--- config.mk ---
export PLATFORM = sky130hd
export DESIGN_NAME = invaders_top
export DESIGN_NICKNAME = d
export VERILOG_FILES = /design/src/common/invaders_pkg.sv /design/src/game/alien_field.sv /design/src/game/shooter_ctrl.sv /design/src/render/color_mix.sv /design/src/render/sprite_hit.sv /design/src/source/invaders_top.sv /design/src/source/vga_timing.sv
export SDC_FILE = /design/constraint.sdc
export NUM_CORES = 1
export LEC_CHECK = 0
export BUFFER_PORTS_ARGS = -buffer_cell sky130_fd_sc_hd__buf_4
export CAP_MARGIN = 5
export CORE_ASPECT_RATIO = 1.1
export CORE_MARGIN = 1.5
export CORE_UTILIZATION = 30
export CTS_BUF_LIST = sky130_fd_sc_hd__clkbuf_2
export CTS_CLUSTER_SIZE = 24
export DETAILED_ROUTE_END_ITERATION = 10
export RECOVER_POWER = 50
export SKIP_CTS_REPAIR_TIMING = 1
export SLEW_MARGIN = 20
export SYNTH_ARGS = -nofsm -noshare
export SYNTH_HDL_FRONTEND = slang
export SYNTH_SLANG_ARGS = --single-unit
export TNS_END_PERCENT = 100
--- constraint.sdc ---
create_clock -name clk -period 4.85 [get_ports clk]
set_clock_uncertainty 0.15 [all_clocks]
set_input_delay 0.97 -clock clk [delete_from_list [all_inputs] [get_ports clk]]
set_output_delay 0.97 -clock clk [all_outputs]
set_load 0.01 [all_outputs]
--- src/common/invaders_pkg.sv ---
`default_nettype none

package invaders_pkg;

  // -------------------------------------------------------------------------
  // 640x480 VGA timing, one pixel per clock
  // -------------------------------------------------------------------------
  localparam int H_ACTIVE = 640;
  localparam int H_FRONT  = 16;
  localparam int H_SYNC   = 96;
  localparam int H_BACK   = 48;
  localparam int H_TOTAL  = H_ACTIVE + H_FRONT + H_SYNC + H_BACK;  // 800
  localparam int V_ACTIVE = 480;
  localparam int V_FRONT  = 10;
  localparam int V_SYNC   = 2;
  localparam int V_BACK   = 33;
  localparam int V_TOTAL  = V_ACTIVE + V_FRONT + V_SYNC + V_BACK;  // 525

  // Alien grid geometry
  localparam int NUM_ROWS      = 3;
  localparam int NUM_COLS      = 6;
  localparam int ALIEN_W       = 24;
  localparam int ALIEN_H       = 24;
  localparam int ALIEN_PITCH_X = 30;
  localparam int ALIEN_PITCH_Y = 32;
  localparam int ALIEN_X0      = 70;
  localparam int ALIEN_Y0      = 150;

  // Cannon and bullet
  localparam int SHOOTER_Y = 460;  // Top line of the cannon
  localparam int SHOOTER_W = 12;
  localparam int SHOOTER_H = 10;
  localparam int BULLET_W  = 4;
  localparam int BULLET_H  = 8;

  typedef logic [9:0]                   coord_t;
  typedef logic [9:0]                   score_t;
  typedef logic [2:0]                   rgb_t;    // {r, g, b}
  typedef logic [NUM_ROWS*NUM_COLS-1:0] alive_t;  // Row-major
  typedef logic [2:0]                   col_t;

  localparam col_t   START_COL = 3'd2;
  localparam score_t ROW_POINTS [NUM_ROWS] = '{10'd30, 10'd20, 10'd10};

  localparam rgb_t COLOR_ALIEN   = 3'b101;  // Magenta
  localparam rgb_t COLOR_SHOOTER = 3'b011;  // Cyan
  localparam rgb_t COLOR_BULLET  = 3'b111;  // White

  // Screen position of a grid column or row
  function automatic coord_t alien_x(input int col);
    return coord_t'(ALIEN_X0 + col * ALIEN_PITCH_X);
  endfunction

  function automatic coord_t alien_y(input int row);
    return coord_t'(ALIEN_Y0 + row * ALIEN_PITCH_Y);
  endfunction

  // Cannon left edge, centred under its column
  function automatic coord_t shooter_x(input col_t col);
    return coord_t'(ALIEN_X0 + int'(col) * ALIEN_PITCH_X + (ALIEN_W - SHOOTER_W) / 2);
  endfunction

  // Overlap of two rectangles given as corner plus size
  function automatic logic rect_hit(input coord_t ax, input coord_t ay,
                                    input int aw, input int ah,
                                    input coord_t bx, input coord_t by,
                                    input int bw, input int bh);
    return (int'(ax) < int'(bx) + bw) && (int'(bx) < int'(ax) + aw) &&
           (int'(ay) < int'(by) + bh) && (int'(by) < int'(ay) + ah);
  endfunction

endpackage

`default_nettype wire

--- src/game/alien_field.sv ---
`timescale 1ns/1ps
`default_nettype none

module alien_field (
  input  wire                  clk,
  input  wire                  rst_n,
  input  wire                  i_restart,
  input  wire invaders_pkg::coord_t i_bullet_x,
  input  wire invaders_pkg::coord_t i_bullet_y,
  input  wire                  i_bullet_active,
  output invaders_pkg::alive_t o_alive,
  output logic                 o_hit,
  output invaders_pkg::score_t o_score,
  output logic                 o_game_won
);
  import invaders_pkg::*;

  localparam int NUM_ALIENS = NUM_ROWS * NUM_COLS;
  localparam int IDX_W      = $clog2(NUM_ALIENS);

  logic             hit_found;
  logic [IDX_W-1:0] hit_idx;
  score_t           hit_points;
  logic             take_hit;

  // -------------------------------------------------------------------------
  // Bullet against live aliens
  // -------------------------------------------------------------------------
  // Rows are scanned top down, so a later match in a lower row overrides
  always_comb begin
    hit_found  = 1'b0;
    hit_idx    = '0;
    hit_points = '0;
    for (int r = 0; r < NUM_ROWS; r++) begin
      for (int c = 0; c < NUM_COLS; c++) begin
        if (o_alive[r*NUM_COLS + c] &&
            rect_hit(i_bullet_x, i_bullet_y, BULLET_W, BULLET_H,
                     alien_x(c), alien_y(r), ALIEN_W, ALIEN_H)) begin
          hit_found  = 1'b1;
          hit_idx    = IDX_W'(r*NUM_COLS + c);
          hit_points = ROW_POINTS[r];
        end
      end
    end
  end

  // Bullet is still in flight during the o_hit cycle, so ignore it then
  assign take_hit = hit_found && i_bullet_active && !o_hit;

  // -------------------------------------------------------------------------
  // Alive mask and score
  // -------------------------------------------------------------------------
  always_ff @(posedge clk or negedge rst_n) begin
    if (!rst_n) begin
      o_alive <= '1;
      o_score <= '0;
      o_hit   <= 1'b0;
    end else if (i_restart || o_game_won) begin
      // New round
      o_alive <= '1;
      o_score <= '0;
      o_hit   <= 1'b0;
    end else begin
      o_hit <= take_hit;
      if (take_hit) begin
        o_alive[hit_idx] <= 1'b0;
        o_score          <= o_score + hit_points;
      end
    end
  end

  // Empty grid lasts one cycle before the refill
  assign o_game_won = (o_alive == '0);

  a_hit_needs_bullet: assert property (@(posedge clk) disable iff (!rst_n)
    o_hit |-> i_bullet_active)
    else $error("Alien hit reported with no bullet in flight");

endmodule

`default_nettype wire

--- src/game/shooter_ctrl.sv ---
`timescale 1ns/1ps
`default_nettype none

module shooter_ctrl #(
  parameter int BULLET_DIV = 3000
) (
  input  wire                  clk,
  input  wire                  rst_n,
  input  wire                  i_btn_left,
  input  wire                  i_btn_right,
  input  wire                  i_btn_fire,
  input  wire                  i_restart,
  input  wire                  i_hit,
  output invaders_pkg::col_t   o_col,
  output invaders_pkg::coord_t o_bullet_x,
  output invaders_pkg::coord_t o_bullet_y,
  output logic                 o_bullet_active
);
  import invaders_pkg::*;

  localparam int               DIV_W      = (BULLET_DIV > 1) ? $clog2(BULLET_DIV) : 1;
  localparam logic [DIV_W-1:0] DIV_LAST   = DIV_W'(BULLET_DIV - 1);
  localparam coord_t           LAUNCH_Y   = coord_t'(SHOOTER_Y - BULLET_H);
  localparam coord_t           BULLET_OFS = coord_t'((SHOOTER_W - BULLET_W) / 2);

  logic             left_q;
  logic             right_q;
  logic             fire_q;
  logic             left_edge;
  logic             right_edge;
  logic             fire_edge;
  logic [DIV_W-1:0] div_cnt;
  logic             step;

  assign left_edge  = i_btn_left & ~left_q;
  assign right_edge = i_btn_right & ~right_q;
  assign fire_edge  = i_btn_fire & ~fire_q;
  assign step       = (div_cnt == DIV_LAST);  // One pixel up this cycle

  always_ff @(posedge clk or negedge rst_n) begin
    if (!rst_n) begin
      left_q  <= 1'b0;
      right_q <= 1'b0;
      fire_q  <= 1'b0;
    end else begin
      left_q  <= i_btn_left;
      right_q <= i_btn_right;
      fire_q  <= i_btn_fire;
    end
  end

  // Cannon column, clamped at both edges
  always_ff @(posedge clk or negedge rst_n) begin
    if (!rst_n) begin
      o_col <= START_COL;
    end else if (i_restart) begin
      o_col <= START_COL;
    end else if (left_edge && (o_col != '0)) begin
      o_col <= o_col - 1'b1;
    end else if (right_edge && (o_col != col_t'(NUM_COLS - 1))) begin
      o_col <= o_col + 1'b1;
    end
  end

  // -------------------------------------------------------------------------
  // Bullet flight
  // -------------------------------------------------------------------------
  always_ff @(posedge clk or negedge rst_n) begin
    if (!rst_n) begin
      o_bullet_active <= 1'b0;
      div_cnt         <= '0;
    end else if (i_restart || i_hit) begin
      o_bullet_active <= 1'b0;
      div_cnt         <= '0;
    end else if (!o_bullet_active) begin
      o_bullet_active <= fire_edge;  // Launch
      div_cnt         <= '0;
    end else if (step) begin
      div_cnt <= '0;
      if (o_bullet_y == '0) begin
        o_bullet_active <= 1'b0;  // Left the top of the screen
      end
    end else begin
      div_cnt <= div_cnt + 1'b1;
    end
  end

  always_ff @(posedge clk) begin
    if (!o_bullet_active && fire_edge) begin
      o_bullet_x <= shooter_x(o_col) + BULLET_OFS;
      o_bullet_y <= LAUNCH_Y;
    end else if (o_bullet_active && step && (o_bullet_y != '0)) begin
      o_bullet_y <= o_bullet_y - 1'b1;
    end
  end

  a_col_range: assert property (@(posedge clk) disable iff (!rst_n)
    int'(o_col) < NUM_COLS)
    else $error("Cannon column %0d out of range", o_col);

endmodule

`default_nettype wire

--- src/render/color_mix.sv ---
`timescale 1ns/1ps
`default_nettype none

module color_mix (
  input  wire                clk,
  input  wire                rst_n,
  input  wire                i_alien_px,
  input  wire                i_shooter_px,
  input  wire                i_bullet_px,
  input  wire                i_active,
  input  wire                i_hsync,
  input  wire                i_vsync,
  output invaders_pkg::rgb_t o_rgb,
  output logic               o_hsync,
  output logic               o_vsync
);
  import invaders_pkg::*;

  rgb_t pix_color;

  // Bullet over cannon over alien, black elsewhere
  always_comb begin
    if (!i_active) begin
      pix_color = '0;  // Blanking
    end else if (i_bullet_px) begin
      pix_color = COLOR_BULLET;
    end else if (i_shooter_px) begin
      pix_color = COLOR_SHOOTER;
    end else if (i_alien_px) begin
      pix_color = COLOR_ALIEN;
    end else begin
      pix_color = '0;
    end
  end

  always_ff @(posedge clk or negedge rst_n) begin
    if (!rst_n) begin
      o_rgb   <= '0;
      o_hsync <= 1'b1;
      o_vsync <= 1'b1;
    end else begin
      o_rgb   <= pix_color;
      o_hsync <= i_hsync;
      o_vsync <= i_vsync;
    end
  end

endmodule

`default_nettype wire

--- src/render/sprite_hit.sv ---
`timescale 1ns/1ps
`default_nettype none

module sprite_hit (
  input  wire                  clk,
  input  wire                  rst_n,
  input  wire invaders_pkg::coord_t i_x,
  input  wire invaders_pkg::coord_t i_y,
  input  wire                  i_active,
  input  wire                  i_hsync,
  input  wire                  i_vsync,
  input  wire invaders_pkg::alive_t i_alive,
  input  wire invaders_pkg::col_t   i_col,
  input  wire invaders_pkg::coord_t i_bullet_x,
  input  wire invaders_pkg::coord_t i_bullet_y,
  input  wire                  i_bullet_active,
  output logic                 o_alien_px,
  output logic                 o_shooter_px,
  output logic                 o_bullet_px,
  output logic                 o_active,
  output logic                 o_hsync,
  output logic                 o_vsync
);
  import invaders_pkg::*;

  logic alien_px;
  logic shooter_px;
  logic bullet_px;

  // Any live alien under the current pixel
  always_comb begin
    alien_px = 1'b0;
    for (int r = 0; r < NUM_ROWS; r++) begin
      for (int c = 0; c < NUM_COLS; c++) begin
        if (i_alive[r*NUM_COLS + c] &&
            rect_hit(i_x, i_y, 1, 1, alien_x(c), alien_y(r), ALIEN_W, ALIEN_H)) begin
          alien_px = 1'b1;
        end
      end
    end
  end

  assign shooter_px = rect_hit(i_x, i_y, 1, 1, shooter_x(i_col), coord_t'(SHOOTER_Y),
                               SHOOTER_W, SHOOTER_H);
  assign bullet_px  = i_bullet_active &&
                      rect_hit(i_x, i_y, 1, 1, i_bullet_x, i_bullet_y, BULLET_W, BULLET_H);

  // -------------------------------------------------------------------------
  // Stage 1 register, flags travel with their sync and blanking
  // -------------------------------------------------------------------------
  always_ff @(posedge clk or negedge rst_n) begin
    if (!rst_n) begin
      o_alien_px   <= 1'b0;
      o_shooter_px <= 1'b0;
      o_bullet_px  <= 1'b0;
      o_active     <= 1'b0;
      o_hsync      <= 1'b1;  // Idle high
      o_vsync      <= 1'b1;
    end else begin
      o_alien_px   <= alien_px;
      o_shooter_px <= shooter_px;
      o_bullet_px  <= bullet_px;
      o_active     <= i_active;
      o_hsync      <= i_hsync;
      o_vsync      <= i_vsync;
    end
  end

endmodule

`default_nettype wire

--- src/source/invaders_top.sv ---
`timescale 1ns/1ps
`default_nettype none

module invaders_top #(
  parameter int BULLET_DIV = 3000
) (
  input  wire                  clk,
  input  wire                  rst_n,
  input  wire                  i_btn_left,
  input  wire                  i_btn_right,
  input  wire                  i_btn_fire,
  input  wire                  i_restart,
  output logic                 o_hsync,
  output logic                 o_vsync,
  output invaders_pkg::rgb_t   o_rgb,
  output invaders_pkg::score_t o_score,
  output logic                 o_game_won
);
  import invaders_pkg::*;

  // Stage 0, raw scan position
  coord_t pix_x;
  coord_t pix_y;
  logic   pix_active;
  logic   raw_hsync;
  logic   raw_vsync;

  // Game state
  col_t   col;
  coord_t bullet_x;
  coord_t bullet_y;
  logic   bullet_active;
  logic   hit;
  alive_t alive;

  // Stage 1, registered hit flags
  logic   s1_alien_px;
  logic   s1_shooter_px;
  logic   s1_bullet_px;
  logic   s1_active;
  logic   s1_hsync;
  logic   s1_vsync;

  vga_timing u_vga_timing (
    .clk      (clk),
    .rst_n    (rst_n),
    .o_x      (pix_x),
    .o_y      (pix_y),
    .o_active (pix_active),
    .o_hsync  (raw_hsync),
    .o_vsync  (raw_vsync)
  );

  shooter_ctrl #(
    .BULLET_DIV (BULLET_DIV)
  ) u_shooter_ctrl (
    .clk (clk), .rst_n (rst_n),
    .i_btn_left (i_btn_left), .i_btn_right (i_btn_right), .i_btn_fire (i_btn_fire),
    .i_restart (i_restart), .i_hit (hit),
    .o_col (col), .o_bullet_x (bullet_x), .o_bullet_y (bullet_y),
    .o_bullet_active (bullet_active)
  );

  alien_field u_alien_field (
    .clk (clk), .rst_n (rst_n), .i_restart (i_restart),
    .i_bullet_x (bullet_x), .i_bullet_y (bullet_y), .i_bullet_active (bullet_active),
    .o_alive (alive), .o_hit (hit), .o_score (o_score), .o_game_won (o_game_won)
  );

  sprite_hit u_sprite_hit (
    .clk (clk), .rst_n (rst_n),
    .i_x (pix_x), .i_y (pix_y), .i_active (pix_active),
    .i_hsync (raw_hsync), .i_vsync (raw_vsync),
    .i_alive (alive), .i_col (col),
    .i_bullet_x (bullet_x), .i_bullet_y (bullet_y), .i_bullet_active (bullet_active),
    .o_alien_px (s1_alien_px), .o_shooter_px (s1_shooter_px), .o_bullet_px (s1_bullet_px),
    .o_active (s1_active), .o_hsync (s1_hsync), .o_vsync (s1_vsync)
  );

  color_mix u_color_mix (
    .clk (clk), .rst_n (rst_n),
    .i_alien_px (s1_alien_px), .i_shooter_px (s1_shooter_px), .i_bullet_px (s1_bullet_px),
    .i_active (s1_active), .i_hsync (s1_hsync), .i_vsync (s1_vsync),
    .o_rgb (o_rgb), .o_hsync (o_hsync), .o_vsync (o_vsync)
  );

endmodule

`default_nettype wire

--- src/source/vga_timing.sv ---
`timescale 1ns/1ps
`default_nettype none

module vga_timing (
  input  wire                  clk,
  input  wire                  rst_n,
  output invaders_pkg::coord_t o_x,
  output invaders_pkg::coord_t o_y,
  output logic                 o_active,
  output logic                 o_hsync,
  output logic                 o_vsync
);
  import invaders_pkg::*;

  localparam int H_SYNC_START = H_ACTIVE + H_FRONT;
  localparam int H_SYNC_END   = H_SYNC_START + H_SYNC;
  localparam int V_SYNC_START = V_ACTIVE + V_FRONT;
  localparam int V_SYNC_END   = V_SYNC_START + V_SYNC;

  coord_t h_cnt;
  coord_t v_cnt;
  logic   h_last;
  logic   v_last;

  assign h_last = (h_cnt == coord_t'(H_TOTAL - 1));
  assign v_last = (v_cnt == coord_t'(V_TOTAL - 1));

  // -------------------------------------------------------------------------
  // Pixel and line counters
  // -------------------------------------------------------------------------
  always_ff @(posedge clk or negedge rst_n) begin
    if (!rst_n) begin
      h_cnt <= '0;
      v_cnt <= '0;
    end else if (h_last) begin
      h_cnt <= '0;
      if (v_last) begin
        v_cnt <= '0;  // New frame
      end else begin
        v_cnt <= v_cnt + 1'b1;
      end
    end else begin
      h_cnt <= h_cnt + 1'b1;
    end
  end

  assign o_x = h_cnt;
  assign o_y = v_cnt;

  // Sync pulses are active low
  assign o_hsync = !((h_cnt >= coord_t'(H_SYNC_START)) && (h_cnt < coord_t'(H_SYNC_END)));
  assign o_vsync = !((v_cnt >= coord_t'(V_SYNC_START)) && (v_cnt < coord_t'(V_SYNC_END)));
  assign o_active = (h_cnt < coord_t'(H_ACTIVE)) && (v_cnt < coord_t'(V_ACTIVE));

  a_cnt_range: assert property (@(posedge clk) disable iff (!rst_n)
    (int'(h_cnt) < H_TOTAL) && (int'(v_cnt) < V_TOTAL))
    else $error("VGA counter out of range h=%0d v=%0d", h_cnt, v_cnt);

endmodule

`default_nettype wire

## Yosys cells after proc, flatten, opt, wreduce, memory -nomap -nowiden

Index checks and enable logic that the tools add are counted.
W data, S select, Z words.

| operators by class | value |
|---|---|
| order comparisons | 52 |
| bitwise operators | 8 |
| equality and inequality tests | 4 |
| $mul | 1 |
| add/sub/neg operators | 15 |
| reductions and logical operators | 150 |
| multiplexer cells | 94 |

Operators with widths:

| cell | count |
|---|---|
| $lt A9 B32 Y1 const A | 14 |
| $lt A11 B32 Y1 | 6 |
| $lt A10 B8 Y1 const B | 14 |
| $logic_and A1 B1 Y1 | 138 |
| $lt A8 B32 Y1 const A | 4 |
| $mux W5 | 20 |
| $mux W1 | 43 |
| $lt A10 B7 Y1 const B | 4 |
| $mux W10 | 4 |
| $mux W12 | 3 |
| $mux W18 | 2 |
| $mux W3 | 11 |
| $lt A10 B32 Y1 const A | 1 |
| $mux W4 | 8 |
| $lt A10 B9 Y1 const B | 3 |
| $add A10 B1 Y11 const B | 2 |
| $add A10 B4 Y11 const B | 2 |
| $add A10 B1 Y10 const B | 2 |
| $eq A10 B10 Y1 const B | 2 |
| $lt A10 B10 Y1 const B | 2 |
| $and A18 B18 Y18 | 1 |
| $logic_not A18 Y1 | 1 |
| $not A18 Y18 | 1 |
| $add A12 B1 Y12 const B | 1 |
| 25 further kinds | 35 |

| storage, ports and cells | value |
|---|---|
| output and inout bits | 16 |
| word-level logic and storage cells | 346 |
| register bits after elaboration | 99 |

## Depth between registers and ports, before layout

Gate-level depths: netlist (run 1).

| logic depth | value |
|---|---|
| depth in word-level cells | 31 |
| mapped depth | 16 |

## Modules after synthesis

A second synthesis (run 1) with hierarchy kept.

| second synthesis, totals | value |
|---|---|
| cell total of the unflattened synthesis | 1,008 |
| area, all modules | 8,817.2 sq um |

Modules (own cells, without submodules):

| module | area each (sq um) | instances | cells each |
|---|---|---|---|
| sprite_hit | 2,882.8 | 1 | 363 |
| alien_field | 2,716.4 | 1 | 331 |
| shooter_ctrl | 1,984.4 | 1 | 192 |
| vga_timing | 1,076.0 | 1 | 113 |
| color_mix | 157.7 | 1 | 9 |

## Worst setup path before layout (run 1)

Ideal clock, no wire load.

| path | value |
|---|---|
| path kind | register to register |
| from | register u_shooter_ctrl.o_bullet_x[3] |
| to | register u_alien_field.o_score[7] |
| slack | 760 ps |
| arrival time | 3,809 ps |
| clock period less this slack | 4,090 ps |
| cell stages (with the launch flop) | 16 |
| cell sequence | edfxtp_1 ha_1 or4b_1 o22a_1 a211oi_2 o2bb2ai_1 or4_1 o211ai_1 o21bai_1 ha_1 fa_1 a21o_1 a21oi_1 nor4b_1 xnor2_1 nor2_1 |

| on the way | value |
|---|---|
| longest elaborated chain between the ends | 27 |

RTL lines:

| what | RTL line | text |
|---|---|---|
| from (decl) | shooter_ctrl.sv:15 | `output invaders_pkg::coord_t o_bullet_x,` |
| from (signal assigned) | shooter_ctrl.sv:90 | `o_bullet_x <= shooter_x(o_col) + BULLET_OFS;` |
| $add A10 B3 Y11 | invaders_pkg.sv:68 | `return (int'(ax) < int'(bx) + bw) && (int'(bx) < int'(ax) + aw) &&` |
| $lt A8 B32 Y1 | invaders_pkg.sv:68 |  |
| $logic_and A1 B1 Y1 (2 in a row) | invaders_pkg.sv:68 |  |
| $logic_and A1 B1 Y1 | invaders_pkg.sv:69 | `(int'(ay) < int'(by) + bh) && (int'(by) < int'(ay) + ah);` |
| $logic_and A1 B1 Y1 | alien_field.sv:36 | `if (o_alive[r*NUM_COLS + c] &&` |
| $mux W5 / $mux W1 (equally long branches) (18 in a row) | alien_field.sv:36 |  |
| $add A10 B5 Y10 / $logic_and A1 B1 Y1 (equally long branches) | alien_field.sv:67, alien_field.sv:48 |  |
| $mux W10 / $logic_and A1 B1 Y1 (equally long branches) | alien_field.sv:65, alien_field.sv:48 |  |
| $mux W10 / $reduce_bool A2 Y1 (equally long branches) | - |  |
| to (signal assigned) | alien_field.sv:67 | `o_score <= o_score + hit_points;` |
| to (decl) | alien_field.sv:13 | `output invaders_pkg::score_t o_score,` |

Parallel ways exist; a longest one is shown, timed or not. The select of a mux whose other input is x is not followed.
A chain may end at the register's enable or synchronous reset.

## Final worst setup path (run 1)

| path | value |
|---|---|
| from | register u_shooter_ctrl.o_bullet_x[3] |
| to | register u_alien_field.o_score[9] |

Same word-level chain as after synthesis.

==> flow_summary.yaml, run 1 <==
power:
  p_switching_mw: 1.42
  seqPwrFrac: 0.307
  vdd_ir_drop_max_mv: 0.297
  combPwrFrac: 0.560
  total_power_mw: 3.20
  p_int_mw: 1.78
  p_clk_frac: 0.133
  p_per_area_nw_per_um2: 375
  leakagePower_nw: 3.47
  p_sw_frac: 0.443
run_status:
  violations: "capacitance limit, slew limit"
  status: "complete, but fails checks"
yosys:
  synth_fa_ha_area_frac: 0.148
  yosysSeqAreaShare: 0.308
  synth.distinct_cells: 94
  synth-xor-area-share: 0.0757
  syn_avg_cell_area_um2: 8.64
  synth-simple-area-share: 0.223
  synth-edff-count: 9
  async_flop_share: 0.804
  muxShareOfSynthArea: 0.00251
  syn_area_um2: 7960
  synth_top_family_by_area: "simple AND/OR/NAND/NOR gates"
  synth-main-ff-cell: "dfrtp_1"
  yosysWarningCount: 0
  ys_ff_latch: 97
  synth_compound_area_frac: 0.198
  syn_inst: 922
detailed_routing:
  dr_total_vias: 6613
  wire_per_inst_um: 15.3
  drc: 0
  viasPerCell: 5.17
  drtPass1Iterations: 5
  wirelength_mm: 19.5
  postRouteAntennaNets: 0
  drt_iter0_markers: 435
global_routing:
  antenna_found_initial: 1
  grt_remaining_overflow: 0
  grt_pass1_wl_mm: 33.4
  track_usage: 0.151
  grt_max_degree: 79
  grt_pass1_vias: 6527
critical_path:
  regToRegSetupSlack_ns: 0.30
  r2r_start: "u_shooter_ctrl.o_bullet_x[3]"
  path_class: "flip-flop to flip-flop"
  cp-end-kind: "flip-flop"
  crit_slowest_cell: "edfxtp_1"
  critPathLaunchType: "flip-flop"
  r2r-end: "u_alien_field.o_score[9]"
  max_stage_delay_ns: 0.62
  path_max_fanout: 11
  path_common_cell: "ha_1"
  reg2reg_depth: 15
  cp_cell_sequence: "ha_1 -> or4b_1 -> o22a_1 -> a211oi_2 -> o2bb2ai_1 -> or4_1 -> o211ai_1 -> o21bai_1 -> ha_1 -> fa_1 -> a21o_1 -> a21oi_1 -> nor4_1 -> xnor2_1 -> nor2_1"
  arrival_ns: 4.99
  required_ns: 5.28
run:
  maxCapViolCount: 1
place:
  port_buffers: 20
  hpwl_mm: 14.7
  place_congestion: 0.899
die:
  rows: 62
  num_io_pins: 22
  initial_core_util: 0.306
  die_area_um2: 27500
  dieHeight_um: 174
  core_area_um2: 26100
  die_x_um: 158
clock_network:
  root_buffer: "clkbuf_2"
  cts_tree: "built"
  clockBufferDepth: 2
  htreeDepth: 3
  numCtsBuffers: 9
  clock_sinks: 97
  insertion_delay_ns: 0.67
  clkTransAtPathRegs_ns: 0.29
finish:
  drive_above_1_share: 0.101
  register_area_um2: 2450
  nNetsFinal: 1017
  multi_input_area_um2: 5160
  num-fill-cells: 2790
  syn2layout_area_growth_pct: 7.20
sta:
  slew_headroom: -1.36
  fin_crit_sh: 0.939
  min_period_ns: 4.55
  worst_pin_slew_ns: 3.54
  max_freq_mhz: 220
  hold_viol_final: 0
  slew_viol_final: 79
  tns_ns: 0
  setup_violations: 0
  rsz0062_at_grt: "false"
hold_path:
  hold_end: "u_color_mix.o_vsync"
  hp-start: "u_sprite_hit.o_vsync"
  hold_depth: 0
  hold_path_class: "flip-flop to flip-flop"
power by group through the flow:
stage / clock, mW / combinational (mW) / sequential (mW)
6_report: 0.426 / 1.79 / 0.981
5_1_grt: 0.470 / 2.05 / 0.993
2_1_floorplan: 0 / 1.38 / 0.954
3_3_place_gp: 0 / 1.74 / 0.995
3_5_place_dp: 0 / 1.77 / 0.996
4_1_cts: 0.440 / 1.79 / 0.984
registers in the layout, summed over array words and instances (netlist names), 9 cells and up:
register	cells
u_shooter_ctrl.o_bullet_y	10
u_shooter_ctrl.o_bullet_x	9
u_vga_timing.o_y	10
u_vga_timing.o_x	10
u_shooter_ctrl.div_cnt	12
u_alien_field.o_score	9
u_alien_field.o_alive	18
Yosys cell counts (all sizes together) (4+ instances only):
master  number  area share
dfrtp       55        0.17
o21bai       5      0.0047
o21a         9      0.0086
fa           5       0.013
o211ai       8      0.0082
a222oi       6      0.0075
buf         15       0.011
or2          9      0.0074
nor3        19       0.013
dfstp       23       0.076
edfxtp       9       0.034
nand2b      16       0.013
a211oi       8      0.0094
a21oi       52       0.033
xor2        27       0.030
or4         10      0.0094
o31ai        7      0.0066
nor4        17       0.013
inv         47       0.022
ha          86        0.14
nand2       88       0.041
nand3       48       0.031
or3          7      0.0061
a311o        4      0.0050
nor2b       15       0.012
nor2        84       0.040
a21o        16       0.015
dfxtp       10       0.025
and3        11      0.0086
o21ai       46       0.031
and2        13       0.010
clkbuf      25       0.012
xnor2       41       0.046
nand3b       8      0.0075
o22a        10       0.011
a221oi       4      0.0044
a31oi        6      0.0055
cells in the final DEF (no fill, tap or decap), drive strengths merged, types with 10 or more instances in the layout:
master,n
nand2,88
ha,86
nor2,84
dfrtp,55
a21oi,52
nand3,48
inv,48
o21ai,46
xnor2,41
xor2,27
dfstp,23
buf,22
nor3,19
nor4,17
a21o,16
nand2b,16
nor2b,15
clkbuf,14
and2,13
and3,11
o22a,10
or4,10
dfxtp,10
cell families after synthesis:
group                      count (synthesis)
and+or+nand+nor                          355
AOI/OAI and AO/OA                        220
DFF                                       97
adders and majority gates                 91
buffers and inverters                     87
xor gates and xnor gates                  68
other                                      2
muxes                                      2
area by class of cell:
cell class,instances,area share
multi-input cells,739,0.605
inverters,47,0.0207
repair buffers,26,0.0227
diodes,1,0.000293
flip-flops and latches,97,0.287
well taps,352,0.0516
clock buffers,11,0.00645
clock inverters,5,0.00645
how the worst max path moves through the flow:
stage / from / to / slack [ns]
detailed placement: u_shooter_ctrl.o_bullet_x[3] / u_alien_field.o_score[9] / 0.25
global placement: u_shooter_ctrl.o_bullet_x[3] / u_alien_field.o_score[9] / 0.32
finish: u_shooter_ctrl.o_bullet_x[3] / u_alien_field.o_score[9] / 0.30
global route: u_shooter_ctrl.o_bullet_x[3] / u_alien_field.o_score[9] / 0.03
CTS: u_shooter_ctrl.o_bullet_x[3] / u_alien_field.o_score[9] / 0.20
floorplan: u_shooter_ctrl.o_bullet_x[3] / u_alien_field.o_score[7] / 0.76
critical path: cells and delay by family, from the launching register on:
family / cells / cell delay, ns
AOI/OAI and AO/OA: 7 / 1.44
and+or+nand+nor: 4 / 1.17
adders and majority gates: 3 / 0.94
DFF: 1 / 0.62
xor gates and xnor gates: 1 / 0.16
stage by stage:
step | util | hold slack [ns] | worst slack, ns | area [um^2] | instances
3_3_place_gp | 0.323 | 0.198 | 0.319 | 8430 | 1261
4_1_cts | 0.328 | 0.213 | 0.201 | 8540 | 1277
5_1_grt | 0.328 | 0.232 | 0.0314 | 8540 | 1278
2_1_floorplan | - | 0.195 | 0.760 | 7970 | 923
3_5_place_dp | 0.323 | 0.199 | 0.254 | 8430 | 1261
6_report | 0.328 | 0.225 | 0.295 | 8540 | 1278
per-layer routing:
| layer | share of wire | global-route usage | up-vias |
|---|---|---|---|
| li1 | - | - | 3301 |
| met1 | 0.45 | 0.195 | 3165 |
| met2 | 0.49 | 0.256 | 121 |
| met3 | 0.034 | 0.0193 | 26 |
| met4 | 0.023 | 0.0557 | 0 |
| met5 | 0 | 0 | - |
(Power assumes the default switching activity.)
==> run 2, diff against run 1 <==
Settings changed: PLACE_DENSITY_LB_ADDON from default to 0.05.
==> run 2 against run 1 <==
Net effect:
- die area stayed put
- the run still ends with capacitance limit, slew limit left
- design area is 1.3% higher
- sequential power is 2% lower
- combinational power is 6% higher
- worst hold slack better by 0.00084 ns
- setup slack better by 0.031 ns
- highest routed layer unchanged
- non-clock buffer count is 11 higher
- register-to-register slack better by 0.03 ns
- critical path type unchanged
- total power is 4.8% higher
==> flow_summary.yaml, run 2 (same netlist as run 1, synthesis figures left out) <==
run_status:
  status: "complete, but fails checks"
  violations: "capacitance limit, slew limit"
detailed_routing:
  wirelength_mm: 22.8
  drt_iter0_markers: 355
  dr_total_vias: 6604
  postRouteAntennaNets: 0
  wire_per_inst_um: 17.7
  viasPerCell: 5.12
  drc: 0
  drtPass1Iterations: 8
die:
  dieHeight_um: 174
  die_area_um2: 27500
  initial_core_util: 0.306
  die_x_um: 158
  core_area_um2: 26100
  num_io_pins: 22
  rows: 62
critical_path:
  critPathLaunchType: "flip-flop"
  path_max_fanout: 8
  r2r_start: "u_shooter_ctrl.o_bullet_x[2]"
  regToRegSetupSlack_ns: 0.33
  reg2reg_depth: 16
  cp-end-kind: "flip-flop"
  required_ns: 5.29
  r2r-end: "u_alien_field.o_score[7]"
  path_class: "flip-flop to flip-flop"
  arrival_ns: 4.96
power:
  total_power_mw: 3.35
  vdd_ir_drop_max_mv: 0.476
  combPwrFrac: 0.568
  p_clk_frac: 0.144
  p_sw_frac: 0.452
  p_int_mw: 1.84
  seqPwrFrac: 0.288
  leakagePower_nw: 3.53
  p_per_area_nw_per_um2: 388
  p_switching_mw: 1.52
finish:
  drive_above_1_share: 0.112
  largest_reg_flops: 18
  top_regs: "u_alien_field.o_alive: 18 flops, u_shooter_ctrl.div_cnt: 12 flops"
  multi_input_area_um2: 5170
  syn2layout_area_growth_pct: 8.59
  largest_register: "u_alien_field.o_alive"
  final_cell_mix: "88 x nand2_1, 86 x ha_1, 83 x nor2_1"
  register_area_um2: 2450
  final_common_cell: "nand2_1"
  nNetsFinal: 1028
  num-fill-cells: 2836
sta:
  setup_violations: 0
  tns_ns: 0
  min_period_ns: 4.52
  whs_ns: 0.226
  slew_headroom: -0.636
  hold_viol_final: 0
  fin_crit_sh: 0.933
  rsz0062_at_grt: "false"
  worst_pin_slew_ns: 2.45
  slew_viol_final: 43
  max_freq_mhz: 221
hold_path:
  hold_end: "u_color_mix.o_hsync"
  hold_path_class: "flip-flop to flip-flop"
  hp-start: "u_sprite_hit.o_hsync"
  hold_depth: 0
global_routing:
  grt_pass1_wl_mm: 37.1
  grt_max_degree: 43
  grt_pass1_vias: 6534
  antenna_found_initial: 1
  track_usage: 0.174
  grt_remaining_overflow: 0
place:
  hpwl_mm: 17.4
  port_buffers: 20
  place_congestion: 0.825
clock_network:
  htreeDepth: 3
  insertion_delay_ns: 0.66
  clock_sinks: 97
  root_buffer: "clkbuf_2"
  clockBufferDepth: 2
  clkTransAtPathRegs_ns: 0.35
  numCtsBuffers: 9
  cts_tree: "built"
run:
  maxCapViolCount: 1
-- run 2: metrics by stage --
stage / instances / worst slack [ns] / utilization / cell area, um^2
finish: 1289 / 0.326 / 0.332 / 8650
global route: 1289 / 0.0772 / 0.332 / 8650
CTS: 1286 / 0.292 / 0.332 / 8640
detailed placement: 1270 / 0.306 / 0.326 / 8500
global placement: 1270 / 0.315 / 0.326 / 8500
floorplan: 923 / 0.760 / - / 7970
-- run 2: power groups by stage --
stage | clock (mW) | sequential, mW | combinational (mW)
after floorplan | 0 | 0.954 | 1.38
after global placement | 0 | 0.985 | 1.93
after detailed placement | 0 | 0.981 | 1.89
after CTS | 0.515 | 0.968 | 1.92
after global routing | 0.540 | 0.975 | 2.18
final | 0.483 | 0.966 | 1.90
-- run 2: how the worst max path moves through the flow --
stage,start,endpoint,slack (ns)
6_report,u_shooter_ctrl.o_bullet_x[2],u_alien_field.o_score[7],0.33
5_1_grt,u_shooter_ctrl.o_bullet_x[2],u_alien_field.o_score[7],0.08
4_1_cts,u_shooter_ctrl.o_bullet_x[2],u_alien_field.o_score[7],0.29
3_5_place_dp,u_shooter_ctrl.o_bullet_x[2],u_alien_field.o_score[9],0.31
3_3_place_gp,u_shooter_ctrl.o_bullet_x[2],u_alien_field.o_score[7],0.32
2_1_floorplan,u_shooter_ctrl.o_bullet_x[3],u_alien_field.o_score[7],0.76
-- run 2: layer usage --
| metal | track usage | up-vias | routed length [um] |
|---|---|---|---|
| met5 | 0 | - | 0 |
| li1 | - | 3324 | - |
| met1 | 0.241 | 3164 | 11100 |
| met2 | 0.287 | 94 | 11000 |
| met3 | 0.0200 | 22 | 454 |
| met4 | 0.0440 | 0 | 351 |
-- run 2: final cells by class --
| type | count | area share |
|---|---|---|
| well taps | 352 | 0.0509 |
| diodes | 1 | 0.000289 |
| flip-flops and latches | 97 | 0.283 |
| clock inverters | 7 | 0.0110 |
| repair buffers | 37 | 0.0308 |
| multi-input cells | 739 | 0.598 |
| clock buffers | 9 | 0.00521 |
| inverters | 47 | 0.0204 |
-- run 2: critical path, cell delays in order (launching register included) --
cell	delay, ns
edfxtp_1	0.58
ha_1	0.36
buf_4	0.20
or2_1	0.22
o32a_1	0.30
o21ai_2	0.34
o2bb2ai_1	0.26
a22oi_1	0.18
a21oi_2	0.36
o21bai_1	0.26
ha_1	0.25
fa_1	0.21
a21o_1	0.13
a21oi_1	0.10
nor4b_1	0.36
xnor2_1	0.16
nor2_1	0.05
==> run 3, diff against run 2 <==
Settings changed: PLACE_DENSITY_LB_ADDON 0.05 to default, SYNTH_HIERARCHICAL from default to 1.
==> run 3 against run 2 <==
Net effect:
- the run still ends with capacitance limit, slew limit left
- worst hold slack lost 0.028 ns
- clock-buffer cell count is the same
- wire length shrank 1.7%
- setup slack lost 0.077 ns
- synthesized cell count grew 9.3%
- clock power shrank 8.1%
- die area grew 11%
- total power shrank 9.0%
- first-iteration DRC count grew 55%
- sequential share of layout area shrank 2.8 points
- critical path type unchanged
- largest power group unchanged
==> flow_summary.yaml, run 3 <==
clock_network:
  htreeDepth: 3
  root_buffer: "clkbuf_2"
  clock_sinks: 96
  cts_tree: "built"
  clkTransAtPathRegs_ns: 0.34
  clockBufferDepth: 2
  insertion_delay_ns: 0.64
  numCtsBuffers: 9
sta:
  min_period_ns: 4.60
  setup_violations: 0
  slew_headroom: -1.35
  tns_ns: 0
  setup_ws_ns: 0.249
  fin_crit_sh: 0.949
  max_freq_mhz: 217
  hold_viol_final: 0
  whs_ns: 0.198
  slew_viol_final: 79
  rsz0062_at_grt: "false"
  worst_pin_slew_ns: 3.53
detailed_routing:
  wirelength_mm: 22.4
  viasPerCell: 5.55
  postRouteAntennaNets: 0
  wire_per_inst_um: 16.1
  drt_iter0_markers: 551
  drc: 0
  drtPass1Iterations: 8
  dr_total_vias: 7727
finish:
  nNetsFinal: 1127
  syn2layout_area_growth_pct: 7.48
  final_cell_mix: "94 x ha_1, 67 x inv_1, 62 x nand2_1"
  final_common_cell: "ha_1"
  num-fill-cells: 3048
  post-route-util: 0.329
  drive_above_1_share: 0.107
  layoutNonFillerInstCount: 1392
  largest_reg_flops: 18
  design_area_um2: 9480
  largest_register: "u_alien_field/o_alive"
  top_regs: "u_alien_field/o_alive: 18 flops, u_shooter_ctrl/div_cnt: 12 flops"
yosys:
  synth-main-ff-cell: "dfrtp_1"
  synth_top_family_by_area: "compound AO/OA/AOI/OAI gates"
  async_flop_share: 0.813
  syn_inst: 1008
  synth-simple-area-share: 0.214
  syn_area_um2: 8820
  synth.distinct_cells: 103
  yosys.area.top_type: "dfrtp_1"
  synth_compound_area_frac: 0.221
  muxShareOfSynthArea: 0.0173
  ys_ff_latch: 96
  yosysSeqAreaShare: 0.275
  synth_fa_ha_area_frac: 0.159
  syn_avg_cell_area_um2: 8.75
  synth.most_common_cell: "ha_1"
  synth_commonest_cells: "95 x ha_1, 67 x inv_1, 62 x nand2_1"
  synth-edff-count: 8
  synth_area_leaders: "dfrtp_1 16%, ha_1 13%, dfstp_2 6.9%, xor2_1 3.4%, a21oi_1 3.3%"
  yosysTopAreaCellShare: 0.156
  yosysWarningCount: 6
  synth-xor-area-share: 0.0644
critical_path:
  cp-end-kind: "flip-flop"
  regToRegSetupSlack_ns: 0.25
  critPathLaunchType: "flip-flop"
  r2r-end: "u_alien_field/o_score[9]"
  required_ns: 5.31
  path_max_fanout: 18
  path_class: "flip-flop to flip-flop"
  arrival_ns: 5.06
  reg2reg_depth: 13
  r2r_start: "u_shooter_ctrl/o_bullet_x[4]"
hold_path:
  hp-start: "u_sprite_hit/o_vsync"
  hold_path_class: "flip-flop to flip-flop"
  hold_depth: 0
  hold_end: "u_color_mix/o_vsync"
place:
  dp.cells: 1375
  hpwl_mm: 16.2
  dp_slack_ns: 0.263
  place_congestion: 0.937
  port_buffers: 20
  placed_cell_area_um2: 9340
run_status:
  status: "complete, but fails checks"
  violations: "capacitance limit, slew limit"
power:
  p_int_mw: 1.70
  leakagePower_nw: 3.98
  vdd_ir_drop_max_mv: 0.306
  p_per_area_nw_per_um2: 322
  total_power_mw: 3.05
  p_switching_mw: 1.35
  combPwrFrac: 0.536
  p_sw_frac: 0.443
  seqPwrFrac: 0.318
  p_clk_frac: 0.145
die:
  core_area_um2: 28800
  die_area_um2: 30400
  rows: 65
  die_x_um: 166
  dieHeight_um: 183
  num_io_pins: 22
  initial_core_util: 0.306
global_routing:
  track_usage: 0.149
  grt_pass1_vias: 7308
  antenna_found_initial: 1
  grt_pass1_wl_mm: 37.5
  grt_use_met3: 0.0194
  top_usage_layer: "met2"
  grt_remaining_overflow: 0
  met1_usage: 0.206
  grtUsageMet2: 0.241
  grt_max_degree: 79
run:
  maxCapViolCount: 1
[run 3: cell count changes in the layout (fill, tap and decap cells not counted), moves of 10 or more]
| cell | before | now |
|---|---|---|
| a31oi_1 | 5 | 19 |
| xnor2_1 | 40 | 29 |
| nand4_1 | 3 | 21 |
| or3_1 | 6 | 17 |
| inv_1 | 47 | 67 |
| nor2_1 | 83 | 58 |
| nand2_1 | 88 | 62 |
| nand2b_1 | 15 | 5 |
| mux2i_1 | 2 | 13 |
[run 3: area by class of cell]
type | instances | area [um^2] | area share
diodes | 1 | 2.50 | 0.000264
clock inverters | 7 | 81.3 | 0.00858
multi-input cells | 811 | 5980 | 0.631
flip-flops and latches | 96 | 2420 | 0.255
well taps | 368 | 460 | 0.0486
inverters | 68 | 255 | 0.0269
clock buffers | 9 | 45.0 | 0.00475
repair buffers | 32 | 234 | 0.0247
[run 3: cell families (layout without fill, tap and decap cells)]
| family | count (synthesis) | after routing |
|---|---|---|
| and+or+nand+nor | 345 | 345 |
| buffers and inverters | 102 | 116 |
| DFF | 96 | 96 |
| AOI/OAI and AO/OA | 275 | 275 |
| xor gates and xnor gates | 64 | 64 |
| adders and majority gates | 108 | 108 |
| other | 3 | 5 |
| muxes | 15 | 15 |
[run 3: worst max path at each step]
stage                                     endpoint  cells after the start                    startpoint  slack, ns
after CTS                 u_alien_field/o_score[9]                     14  u_shooter_ctrl/o_bullet_x[2]       0.27
after global placement    u_alien_field/o_score[9]                     14  u_shooter_ctrl/o_bullet_x[2]       0.43
after detailed placement  u_alien_field/o_score[9]                     14  u_shooter_ctrl/o_bullet_x[2]       0.26
final                     u_alien_field/o_score[9]                     13  u_shooter_ctrl/o_bullet_x[4]       0.25
after global routing      u_alien_field/o_score[9]                     13  u_shooter_ctrl/o_bullet_x[4]       0.10
after floorplan           u_alien_field/o_score[9]                     16  u_shooter_ctrl/o_bullet_x[2]       0.72
[run 3: per-layer routing]
layer / up-vias / part of all wire
met1: 3706 / 0.47
li1: 3786 / -
met3: 29 / 0.043
met5: - / 0
met4: 0 / 0.018
met2: 206 / 0.46
[run 3: power by group through the flow]
stage | clock [mW] | combinational, mW | sequential (mW)
6_report | 0.444 | 1.64 | 0.972
3_3_place_gp | 0 | 1.59 | 0.982
5_1_grt | 0.506 | 1.87 | 0.983
2_1_floorplan | 0 | 1.29 | 0.949
4_1_cts | 0.472 | 1.62 | 0.971
3_5_place_dp | 0 | 1.61 | 0.983
[run 3: critical path: stages (launching register included)]
cell and delay, ns:
edfxtp_1 0.82, nand3_1 0.37, o22a_1 0.30, or3_1 0.44, a31o_2 0.28, o31ai_1 0.39
inv_1 0.07, o21ai_0 0.37, ha_1 0.28, fa_1 0.22, a21o_1 0.11, a21oi_1 0.13
or4_1 0.50, a21oi_1 0.16
